**src/core6502_cfg.svh**
```systemverilog
// Start address replaces the reset vector fetch and ADDR_W must stay twice DATA_W for JMP
`ifndef CORE6502_CFG_SVH
`define CORE6502_CFG_SVH

// Program counter value after reset
`define RESET_PC 16'h0200

// Address bus width
`define ADDR_W 16

// Data bus width
`define DATA_W 8

`endif

```
**src/core6502_pkg.sv**
```systemverilog
// Control word and flag types for the 6502 subset, no decimal mode, no stack, no interrupts
package core6502_pkg;

	// Cycle within an instruction
	typedef enum logic [1:0] {
		T0, // Opcode fetch and completion of the previous op
		T1, // Operand fetch or dummy read
		T2  // Zero page write or JMP high byte
	} tStateT;

	// Operand source for the ALU B side and the store mux
	typedef enum logic [1:0] {
		srcImm,
		srcX,
		srcY,
		srcA
	} srcSelT;

	typedef enum logic [2:0] {
		aluPass,
		aluAdd,
		aluAnd,
		aluOr,
		aluEor,
		aluInc
	} aluOpT;

	typedef struct packed {
		logic n;
		logic z;
		logic c;
		logic v; // Only ADC writes it
	} flagsT;

	typedef struct packed {
		aluOpT aluOp;
		srcSelT srcSel;
		logic loadA;
		logic loadX;
		logic loadY;
		logic setC;
		logic clrC;
		logic updNz;
		logic updC;
		logic carryIn; // Carry into the adder
		srcSelT storeSel;
		logic jmpLo;
		logic jmpHi;
		logic incPc;
		logic lastCycle;
		logic write;
	} ctrlT;

endpackage

```
**src/alu.sv**
```systemverilog
// Binary adder and logic ops only, v written by ADC alone and flags held while rdy is low
`timescale 1ns/100ps
`include "core6502_cfg.svh"

module alu import core6502_pkg::*; (
	input logic phi0,
	input logic rstN,
	input logic rdy,
	input ctrlT ctrl,
	input logic [`DATA_W-1:0] aluA,
	input logic [`DATA_W-1:0] aluB,
	output logic [`DATA_W-1:0] aluOut,
	output flagsT flags
);

	logic [`DATA_W:0] sum; // Carry out in the top bit
	logic overflow;

	always_comb begin
		sum = {1'b0, aluA} + {1'b0, aluB} + {{`DATA_W{1'b0}}, ctrl.carryIn};
		// Signed overflow when both inputs agree in sign and the result does not
		overflow = (aluA[`DATA_W-1] == aluB[`DATA_W-1]) &&
			(sum[`DATA_W-1] != aluA[`DATA_W-1]);
		case (ctrl.aluOp)
			aluAdd: aluOut = sum[`DATA_W-1:0];
			aluAnd: aluOut = aluA & aluB;
			aluOr: aluOut = aluA | aluB;
			aluEor: aluOut = aluA ^ aluB;
			aluInc: aluOut = aluB + 1'b1; // INX and INY wrap at 8 bits
			default: aluOut = aluB; // Loads and transfers
		endcase
	end

	always_ff @(posedge phi0) begin
		if (!rstN) begin
			flags <= '0;
		end else if (rdy) begin
			if (ctrl.updNz) begin
				flags.n <= aluOut[`DATA_W-1];
				flags.z <= (aluOut == '0);
			end
			if (ctrl.updC) begin
				flags.c <= sum[`DATA_W]; // ADC carry out
				flags.v <= overflow;
			end else if (ctrl.setC) begin
				flags.c <= 1'b1;
			end else if (ctrl.clrC) begin
				flags.c <= 1'b0;
			end
		end
	end

endmodule

```
**src/core6502.sv**
```systemverilog
// Single-edge 6502 subset core on phi0 with no interrupts, SO, stack or reset vector fetch
`timescale 1ns/100ps
`include "core6502_cfg.svh"

module core6502 import core6502_pkg::*; (
	input logic phi0, // Reference clock, one bus cycle per rising edge
	input logic rstN,
	input logic rdy, // Low stalls the whole core
	input logic [`DATA_W-1:0] dataIn,
	output logic [`ADDR_W-1:0] addr,
	output logic [`DATA_W-1:0] dataOut,
	output logic rnw, // Low only in a store T2
	output logic sync // High in the opcode fetch
);

	tStateT tState;
	ctrlT ctrl;
	flagsT flags;
	logic [`DATA_W-1:0] ir;
	logic [`DATA_W-1:0] aluA;
	logic [`DATA_W-1:0] aluB;
	logic [`DATA_W-1:0] aluOut;

	dispatch disp (
		.phi0(phi0),
		.rstN(rstN),
		.rdy(rdy),
		.ctrl(ctrl),
		.tState(tState),
		.sync(sync)
	);

	decoder dec (
		.ir(ir),
		.tState(tState),
		.flags(flags),
		.ctrl(ctrl)
	);

	alu aluUnit (
		.phi0(phi0),
		.rstN(rstN),
		.rdy(rdy),
		.ctrl(ctrl),
		.aluA(aluA),
		.aluB(aluB),
		.aluOut(aluOut),
		.flags(flags)
	);

	datapath dp (
		.phi0(phi0),
		.rstN(rstN),
		.rdy(rdy),
		.tState(tState),
		.ctrl(ctrl),
		.dataIn(dataIn),
		.aluOut(aluOut),
		.aluA(aluA),
		.aluB(aluB),
		.ir(ir),
		.addr(addr),
		.dataOut(dataOut),
		.rnw(rnw)
	);

endmodule

```
**src/datapath.sv**
```systemverilog
// Zero page stores and JMP absolute only; addr, rnw and dataOut depend on state held under rdy low
`timescale 1ns/100ps
`include "core6502_cfg.svh"

module datapath import core6502_pkg::*; (
	input logic phi0,
	input logic rstN,
	input logic rdy,
	input tStateT tState,
	input ctrlT ctrl,
	input logic [`DATA_W-1:0] dataIn,
	input logic [`DATA_W-1:0] aluOut,
	output logic [`DATA_W-1:0] aluA,
	output logic [`DATA_W-1:0] aluB,
	output logic [`DATA_W-1:0] ir,
	output logic [`ADDR_W-1:0] addr,
	output logic [`DATA_W-1:0] dataOut,
	output logic rnw
);

	logic [`DATA_W-1:0] regA;
	logic [`DATA_W-1:0] regX;
	logic [`DATA_W-1:0] regY;
	logic [`ADDR_W-1:0] pc;
	logic [`DATA_W-1:0] dataLatch; // Immediate operand or zero page address
	logic [`DATA_W-1:0] jmpLoByte;

	function automatic logic [`DATA_W-1:0] pickSrc(
		input srcSelT sel,
		input logic [`DATA_W-1:0] imm,
		input logic [`DATA_W-1:0] x,
		input logic [`DATA_W-1:0] y,
		input logic [`DATA_W-1:0] a
	);
		case (sel)
			srcX: return x;
			srcY: return y;
			srcA: return a;
			default: return imm;
		endcase
	endfunction

	// Accumulator always on the A side
	assign aluA = regA;
	assign aluB = pickSrc(ctrl.srcSel, dataLatch, regX, regY, regA);
	assign dataOut = pickSrc(ctrl.storeSel, dataLatch, regX, regY, regA);

	// Store cycle drives the zero page address
	assign addr = ctrl.write ? {{(`ADDR_W - `DATA_W){1'b0}}, dataLatch} : pc;
	assign rnw = !ctrl.write;

	always_ff @(posedge phi0) begin
		if (!rstN) begin
			regA <= '0;
			regX <= '0;
			regY <= '0;
			pc <= `RESET_PC;
			ir <= '0; // BRK slot, decodes as NOP
		end else if (rdy) begin
			if (ctrl.loadA) begin
				regA <= aluOut;
			end
			if (ctrl.loadX) begin
				regX <= aluOut;
			end
			if (ctrl.loadY) begin
				regY <= aluOut;
			end
			if (tState == T0) begin
				ir <= dataIn; // Opcode
			end
			if (ctrl.jmpHi) begin
				pc <= {dataIn, jmpLoByte}; // High byte arrives in T2
			end else if (ctrl.incPc) begin
				pc <= pc + 1'b1;
			end
		end
	end

	// Operand latches
	always_ff @(posedge phi0) begin
		if (rdy && tState == T1) begin
			if (ctrl.jmpLo) begin
				jmpLoByte <= dataIn;
			end else begin
				dataLatch <= dataIn;
			end
		end
	end

endmodule

```
**src/decoder.sv**
```systemverilog
// Only the listed immediate, zero page, implied and JMP opcodes decode and all others run as NOP
`timescale 1ns/100ps
`include "core6502_cfg.svh"

module decoder import core6502_pkg::*; (
	input logic [`DATA_W-1:0] ir,
	input tStateT tState,
	input flagsT flags,
	output ctrlT ctrl
);

	localparam logic [`DATA_W-1:0] opLdaImm = 8'hA9;
	localparam logic [`DATA_W-1:0] opLdxImm = 8'hA2;
	localparam logic [`DATA_W-1:0] opLdyImm = 8'hA0;
	localparam logic [`DATA_W-1:0] opAdcImm = 8'h69;
	localparam logic [`DATA_W-1:0] opAndImm = 8'h29;
	localparam logic [`DATA_W-1:0] opOraImm = 8'h09;
	localparam logic [`DATA_W-1:0] opEorImm = 8'h49;
	localparam logic [`DATA_W-1:0] opStaZp = 8'h85;
	localparam logic [`DATA_W-1:0] opStxZp = 8'h86;
	localparam logic [`DATA_W-1:0] opStyZp = 8'h84;
	localparam logic [`DATA_W-1:0] opTax = 8'hAA;
	localparam logic [`DATA_W-1:0] opTay = 8'hA8;
	localparam logic [`DATA_W-1:0] opInx = 8'hE8;
	localparam logic [`DATA_W-1:0] opIny = 8'hC8;
	localparam logic [`DATA_W-1:0] opClc = 8'h18;
	localparam logic [`DATA_W-1:0] opSec = 8'h38;
	localparam logic [`DATA_W-1:0] opJmpAbs = 8'h4C;

	logic isImm;
	logic isStore;
	logic isJmp;

	assign isImm = ir inside {opLdaImm, opLdxImm, opLdyImm, opAdcImm, opAndImm, opOraImm,
		opEorImm};
	assign isStore = ir inside {opStaZp, opStxZp, opStyZp};
	assign isJmp = (ir == opJmpAbs);

	always_comb begin
		ctrl = '0;
		ctrl.aluOp = aluPass;
		ctrl.srcSel = srcImm;
		ctrl.storeSel = srcA;
		case (tState)
			T0: begin
				// ir still holds the previous op, so its register update lands here
				ctrl.incPc = 1'b1;
				ctrl.updNz = isImm || (ir inside {opTax, opTay, opInx, opIny});
				ctrl.loadA = ir inside {opLdaImm, opAdcImm, opAndImm, opOraImm, opEorImm};
				ctrl.loadX = ir inside {opLdxImm, opTax, opInx};
				ctrl.loadY = ir inside {opLdyImm, opTay, opIny};
				ctrl.updC = (ir == opAdcImm);
				ctrl.carryIn = (ir == opAdcImm) && flags.c; // Carry chain for ADC only
				ctrl.setC = (ir == opSec);
				ctrl.clrC = (ir == opClc);
				case (ir)
					opAdcImm: ctrl.aluOp = aluAdd;
					opAndImm: ctrl.aluOp = aluAnd;
					opOraImm: ctrl.aluOp = aluOr;
					opEorImm: ctrl.aluOp = aluEor;
					opTax, opTay: ctrl.srcSel = srcA;
					opInx: begin
						ctrl.aluOp = aluInc;
						ctrl.srcSel = srcX;
					end
					opIny: begin
						ctrl.aluOp = aluInc;
						ctrl.srcSel = srcY;
					end
					default: ctrl.aluOp = aluPass; // Loads pass the operand latch
				endcase
			end
			T1: begin
				ctrl.incPc = isImm || isStore || isJmp; // Implied ops do a dummy read
				ctrl.jmpLo = isJmp;
				ctrl.lastCycle = !(isStore || isJmp);
			end
			default: begin
				ctrl.write = isStore;
				ctrl.jmpHi = isJmp;
				ctrl.lastCycle = 1'b1;
				case (ir)
					opStxZp: ctrl.storeSel = srcX;
					opStyZp: ctrl.storeSel = srcY;
					default: ctrl.storeSel = srcA;
				endcase
			end
		endcase
	end

endmodule

```
**src/dispatch.sv**
```systemverilog
// Low rdy freezes every state including a write cycle and reset parks in a dead T1 before T0
`timescale 1ns/100ps

module dispatch import core6502_pkg::*; (
	input logic phi0,
	input logic rstN,
	input logic rdy,
	input ctrlT ctrl,
	output tStateT tState,
	output logic sync
);

	tStateT nextState;

	// Only lastCycle matters here
	always_comb begin
		case (tState)
			T0: nextState = T1; // Opcode fetch never ends an op
			T1: begin
				if (ctrl.lastCycle) begin
					nextState = T0;
				end else begin
					nextState = T2;
				end
			end
			default: nextState = T0; // T2 is always last
		endcase
	end

	// The reset state behaves like the tail of a NOP
	always_ff @(posedge phi0) begin
		if (!rstN) begin
			tState <= T1; // Dead cycle so that sync stays low
			sync <= 1'b0;
		end else if (rdy) begin
			tState <= nextState;
			sync <= (nextState == T0); // Registered copy of the fetch cycle
		end
	end

endmodule

```
**config.mk**
```make
export PLATFORM = sky130hd
export DESIGN_NAME = core6502
export DESIGN_NICKNAME = d
export VERILOG_FILES = /design/src/core6502_pkg.sv /design/src/alu.sv /design/src/core6502.sv /design/src/datapath.sv /design/src/decoder.sv /design/src/dispatch.sv
export VERILOG_INCLUDE_DIRS = /design/src /design/src/src
export SDC_FILE = /design/constraint.sdc
export NUM_CORES = 1
export LEC_CHECK = 0
export BUFFER_PORTS_ARGS = -buffer_cell sky130_fd_sc_hd__buf_2
export CAP_MARGIN = 40
export CORE_MARGIN = 2
export CORE_UTILIZATION = 55
export CTS_BUF_LIST = sky130_fd_sc_hd__clkbuf_2
export CTS_CLUSTER_DIAMETER = 200
export DETAILED_ROUTE_END_ITERATION = 10
export GPL_ROUTABILITY_DRIVEN = 0
export HOLD_SLACK_MARGIN = 0.05
export MAX_ROUTING_LAYER = met4
export PLACE_DENSITY = 0.75
export SLEW_MARGIN = 20
export SYNTH_ARGS = -nofsm -noshare
export SYNTH_HDL_FRONTEND = slang
export SYNTH_SLANG_ARGS = --single-unit
```
**constraint.sdc**
```tcl
create_clock -name phi0 -period 6.2 [get_ports phi0]
set_input_delay 0.62 -clock phi0 [delete_from_list [all_inputs] [get_ports phi0]]
set_output_delay 0.62 -clock phi0 [all_outputs]
set_load 0.1 [all_outputs]
```
==> flow_summary.yaml, run 1 <==
clock_network:
  cts_tree: "yes"
  cts.sinks: 68
  clk_latency_ns: 0.53
  cts_buffers: 9
  cts_setup_buffers: 0
  htree_levels: 3
  cts_root_buf: "clkbuf_2"
  holdBufCountCts: 0
  cts_buffer_depth: 2
  clk_pin_slew_ns: 0.22
  ctsResizeCount: 0
die:
  fp.dieH_um: 95.4
  io_pins: 37
  num_rows: 33
  die_w_um: 95.4
  design.die.area_um2: 9110
  core_um2: 8180
  start_util: 0.562
sta:
  tns_ns: 0
  rsz0062_at_grt: "no"
  hold_viol_final: 0
  worstMarginPinSlew_ns: 0.856
  clock.fmax_ghz: 0.228
  finalClockSkew_ns: 0.0402
  fin_crit_sh: 0.707
  final_max_slew_viol_count: 0
  finalCriticalPeriod_ns: 4.38
  whs_ns: 0.329
  maxSlewHeadroom: 0.425
  setup_viol: 0
hold_path:
  holdPathStages: 1
  hp-class: "in2reg"
  hold_end: "dp.dataLatch[6]$_DFFE_PP_"
  hold_start: "dataIn[6]"
worst_setup_path:
  crit_arrival_ns: 4.82
  cpMostUsedCell: "fa_1"
  r2r_start: "dp.ir[5]$_SDFFE_PN0P_"
  worstPathRequired_ns: 6.63
  slowest_delay_ns: 0.71
  cp_slowest_cell: "a2111oi_4"
  crit_path_start_kind: "flop"
  critPathKind: "reg2reg"
  worstReg2RegEnd: "dp.regY[4]$_SDFFE_PN0P_"
  path_cells: "nand2b_1, a2111oi_4, o221a_2, inv_2, fa_1, fa_1, nor2b_1, o21ai_0, a21boi_0, xor2_1, a221o_1, nor3_2, o21ai_1, and2_1"
  r2r_cells: 14
  path_delay_family: "compound AO/OA/AOI/OAI gates"
  endpoint_kind: "flop"
  reg2reg_slack_ns: 1.82
  crit_buf_inv: 1
  crit_fanout: 13
placed_design:
  dpl.hpwl_um: 9480
  port-buffer-count: 36
global_route:
  grt-ovfl-total: 0
  grt_pass1_wl_um: 20600
  grt_max_degree: 35
  grt_pass1_vias: 3977
  grt_usage: 0.307
  grt_antenna_before_repair: 0
finish:
  num-nets-final: 612
  final_cell_mix: "nand2_1, dfxtp_1, a21oi_1"
  final_common_cell: "nand2_1"
  area_delta_synth_final_pct: 7.86
  fin_util: 0.607
  drive_gt1_frac: 0.173
  fill_cells: 743
  antenna_cells: 0
synth:
  synth-seq-cells: 68
  synth_nets: 591
  syn_area_per_cell_um2: 8.21
  ys_async_sr_fraction: 0
  syn_area_um2: 4600
  ys.flop_type: "dfxtp_1"
  synthCells: 560
  ys_seq_area_frac: 0.331
  ys_types: 74
  ys_warn_count: 0
  synth_edf_count: 16
drt:
  dr.pass1.iters: 5
  drt_wl_total_um: 13100
  drc: 0
  avgViaCountPerCell: 6.45
  drtAntennaViolNets: 0
  vias: 4451
  wire_per_inst_um: 18.9
  drt-initial-drc-count: 389
job:
  max_cap_viol_count: 0
power_and_ir_drop:
  vdd_drop_max_mv: 0.0964
  p_per_area_nw_per_um2: 173
  p_leak_nw: 1.70
outcome:
  outcome: "finished, final reports clean"
-- Yosys cell counts (5+ instances only) --
cell | number | area share
nor2_1 | 33 | 0.027
a21oi_1 | 43 | 0.047
nand3_1 | 20 | 0.022
o22ai_1 | 6 | 0.0082
a31oi_1 | 5 | 0.0068
o21a_1 | 5 | 0.0082
o311ai_1 | 7 | 0.013
o221a_2 | 5 | 0.012
and2_1 | 21 | 0.029
nand2_1 | 66 | 0.054
nor4_1 | 6 | 0.0082
mux2_2 | 9 | 0.022
o21ai_1 | 15 | 0.016
nand2b_1 | 11 | 0.015
mux2i_1 | 13 | 0.028
ha_1 | 18 | 0.049
nor3b_1 | 5 | 0.0082
edfxtp_1 | 16 | 0.10
nor3_1 | 10 | 0.011
o21ai_0 | 37 | 0.040
clkbuf_1 | 27 | 0.022
dfxtp_1 | 52 | 0.23
a221oi_1 | 5 | 0.0095
or3_1 | 5 | 0.0068
inv_1 | 22 | 0.018
a21o_1 | 6 | 0.0098
-- final cells by class --
cell class,count,area (µm²),area share
clock buffer,10,50.0,0.0101
clock inverter,5,77.6,0.0156
inverter,27,101,0.0204
multi-input combinational,431,2840,0.572
sequential,68,1520,0.307
tap,105,131,0.0265
timing repair buffer,44,241,0.0487
-- per-layer routing --
layer	global-route usage	vias up	wire [µm]
li1	-	2099	-
met1	0.414	2076	5720
met2	0.459	228	5730
met3	0.0403	48	1040
met4	0.143	0	568
met5	-	-	0
-- state kept, by name (all words and copies together), names as in the netlist --
signal / flops
disp.sync: 1
dp.ir: 8
dp.regX: 8
aluUnit.flags: 1
dp.regY: 8
dp.pc: 16
disp.tState: 2
dp.aluA: 8
dp.jmpLoByte: 8
dp.dataLatch: 8
-- cells by family after synthesis --
family                   share of synthesized area
flip-flops                                   0.331
multiplexers                                0.0503
buffers and inverters                       0.0536
AO/OA/AOI/OAI                                0.256
adder cells (fa/ha/maj)                     0.0577
AND/OR/NAND/NOR                              0.242
XOR/XNOR                                   0.00953
-- metrics by stage --
step	worst slack, ns	cell area, µm²	total power, mW	std cells
after floorplan	2.14	4600	0.539	560
after global placement	2.05	4810	0.560	672
after detailed placement	1.90	4830	0.563	674
after CTS	1.86	4950	0.860	689
after global routing	1.47	4960	0.884	690
final	1.82	4960	0.857	690
-- power breakdown --
| part | switching [mW] | internal, mW | total [mW] |
|---|---|---|---|
| registers | 0.0114 | 0.462 | 0.473 |
| clock network | 0.168 | 0.132 | 0.300 |
| logic | 0.0575 | 0.0257 | 0.0832 |
-- worst max-delay path by stage --
stage / start / end / slack [ns] / cells after the start
floorplan: dp.ir[2]$_SDFFE_PN0P_ / dataOut[6] / 2.14 / 5
global placement: dp.ir[5]$_SDFFE_PN0P_ / dp.regY[4]$_SDFFE_PN0P_ / 2.05 / 14
detailed placement: dp.ir[5]$_SDFFE_PN0P_ / dp.regY[4]$_SDFFE_PN0P_ / 1.90 / 14
CTS: dp.ir[5]$_SDFFE_PN0P_ / dp.regY[4]$_SDFFE_PN0P_ / 1.86 / 14
global route: dp.ir[5]$_SDFFE_PN0P_ / dp.regY[4]$_SDFFE_PN0P_ / 1.47 / 14
finish: dp.ir[5]$_SDFFE_PN0P_ / dp.regY[4]$_SDFFE_PN0P_ / 1.82 / 14
No activity file was read; power rests on OpenSTA's default activity.
==> inputs of run 2 (changes only) <==
==> constraint.sdc (replaced) <==
create_clock -name phi0 -period 4.4 [get_ports phi0]
set_input_delay 0.44 -clock phi0 [delete_from_list [all_inputs] [get_ports phi0]]
set_output_delay 0.44 -clock phi0 [all_outputs]
set_load 0.1 [all_outputs]
==> run 2 against run 1 <==
Net effect: critical path depth shrank 1; sequential share of layout area shrank 0.41 points; worst setup slack lost 1.6 ns; first-iteration DRC count grew 30%; sequential power grew 40%; combinational power grew 50%; wire length grew 2.3%; design area grew 1.4%; non-clock buffer count grew 11; clock-buffer cell count is the same; critical path type unchanged; critical endpoint is now dp.aluA[7]$_SDFFE_PN0P_; largest power group unchanged; highest routed layer unchanged.
==> flow_summary.yaml, run 2 (same netlist as run 1, synthesis figures left out) <==
outcome:
  outcome: "finished, final reports clean"
global_route:
  grt_pass1_wl_um: 21400
  grt_usage: 0.315
  grt_antenna_before_repair: 0
  grt-ovfl-total: 0
  grt_max_degree: 35
  grt_pass1_vias: 4239
worst_setup_path:
  r2r_cells: 13
  slowest_delay_ns: 0.71
  path_cells: "or4b_4, or4_1, o22a_1, nand2_1, inv_1, ha_1, or3_1, o31ai_1, xor2_1, o221ai_2, a21o_1, a21oi_2, o32ai_1"
  setup.worst_path.end: "dp.aluA[7]$_SDFFE_PN0P_"
  crit_path_start_kind: "flop"
  reg2reg_slack_ns: 0.21
  worstReg2RegEnd: "dp.aluA[7]$_SDFFE_PN0P_"
  crit_fanout: 10
  critPathKind: "reg2reg"
  endpoint_kind: "flop"
  crit_arrival_ns: 4.61
  worstPathRequired_ns: 4.82
  crit_path_start: "disp.tState[1]$_SDFFE_PN0P_"
  r2r_start: "disp.tState[1]$_SDFFE_PN0P_"
  cp_slowest_cell: "or4_1"
power_and_ir_drop:
  p_leak_nw: 1.74
  vdd_drop_max_mv: 0.145
  p_per_area_nw_per_um2: 234
  power_mw: 1.17
sta:
  finalCriticalPeriod_ns: 4.19
  setup_viol: 0
  hold_viol_final: 0
  setup_ws_ns: 0.208
  finalClockSkew_ns: 0.0381
  tns_ns: 0
  whs_ns: 0.144
  maxSlewHeadroom: 0.446
  clock.fmax_ghz: 0.239
  worstMarginPinSlew_ns: 0.825
  rsz0062_at_grt: "no"
  fin_crit_sh: 0.953
  final_max_slew_viol_count: 0
finish:
  largest_register_ffs: 16
  area_delta_synth_final_pct: 9.33
  drive_gt1_frac: 0.189
  regMostFlops: "dp.pc"
  num-nets-final: 623
  final_cell_mix: "nand2_1, dfxtp_1, a21oi_1"
  antenna_cells: 0
  fill_cells: 730
  stdcell_area_um2: 5030
  final_common_cell: "nand2_1"
  fin_util: 0.615
  finalNonFillerCells: 702
clock_network:
  holdBufCountCts: 0
  clk_latency_ns: 0.53
  cts_buffers: 9
  cts_setup_buffers: 0
  clk_pin_slew_ns: 0.22
  cts_root_buf: "clkbuf_2"
  ctsResizeCount: 0
  cts.sinks: 68
  htree_levels: 3
  cts_tree: "yes"
  cts_buffer_depth: 2
drt:
  wire_per_inst_um: 19.0
  drc: 0
  dr.pass1.iters: 7
  drt-initial-drc-count: 507
  avgViaCountPerCell: 6.41
  drtAntennaViolNets: 0
  vias: 4501
  drt_wl_total_um: 13400
placed_design:
  dp_worst_setup_slack_ns: 0.336
  dp.cells: 686
  port-buffer-count: 36
  dpl.hpwl_um: 9610
  placed_area_um2: 4910
die:
  die_w_um: 95.4
  core_um2: 8180
  design.die.area_um2: 9110
  fp.dieH_um: 95.4
  num_rows: 33
  io_pins: 37
  start_util: 0.562
job:
  max_cap_viol_count: 0
hold_path:
  hold_start: "dataIn[7]"
  hp-class: "in2reg"
[run 2: layer usage]
layer	GRT usage	part of all wire	vias to the layer above
met5	-	0	-
met2	0.474	0.44	230
met1	0.424	0.44	2116
met3	0.0545	0.090	38
met4	0.123	0.030	0
li1	-	-	2117
[run 2: worst min path at each step]
| stage | to | cells past startpoint |
|---|---|---|
| 2_1_floorplan | dp.regY[6]$_SDFFE_PN0P_ | 2 |
| 3_3_place_gp | dp.regY[6]$_SDFFE_PN0P_ | 2 |
| 3_5_place_dp | dp.regY[6]$_SDFFE_PN0P_ | 2 |
| 4_1_cts | dp.jmpLoByte[0]$_DFFE_PP_ | 1 |
| 5_1_grt | dp.jmpLoByte[0]$_DFFE_PP_ | 1 |
| 6_report | dp.jmpLoByte[7]$_DFFE_PP_ | 1 |
[run 2: layout make-up]
type / count / area, µm² / share of cell area
multi-input combinational: 431 / 2840 / 0.564
sequential: 68 / 1520 / 0.303
timing repair buffer: 55 / 323 / 0.0642
tap: 105 / 131 / 0.0261
inverter: 27 / 101 / 0.0202
clock inverter: 6 / 63.8 / 0.0127
clock buffer: 10 / 50.0 / 0.00996
[run 2: report_power, final]
group          leakage, nW  total (mW)  switching (mW)  internal (mW)
Clock               0.0683       0.386           0.253          0.133
Combinational         1.10       0.125          0.0854         0.0394
Sequential           0.568       0.663          0.0125          0.651
Total                 1.74        1.17           0.351          0.823
[run 2: critical path, delay by kind of cell (launching register included)]
kind                       cells  cell delay (ns)
adders and majority gates      1             0.24
and+or+nand+nor                4             1.93
AOI/OAI and AO/OA              6             1.16
buffers and inverters          1             0.12
xor gates and xnor gates       1             0.22
DFF                            1             0.44
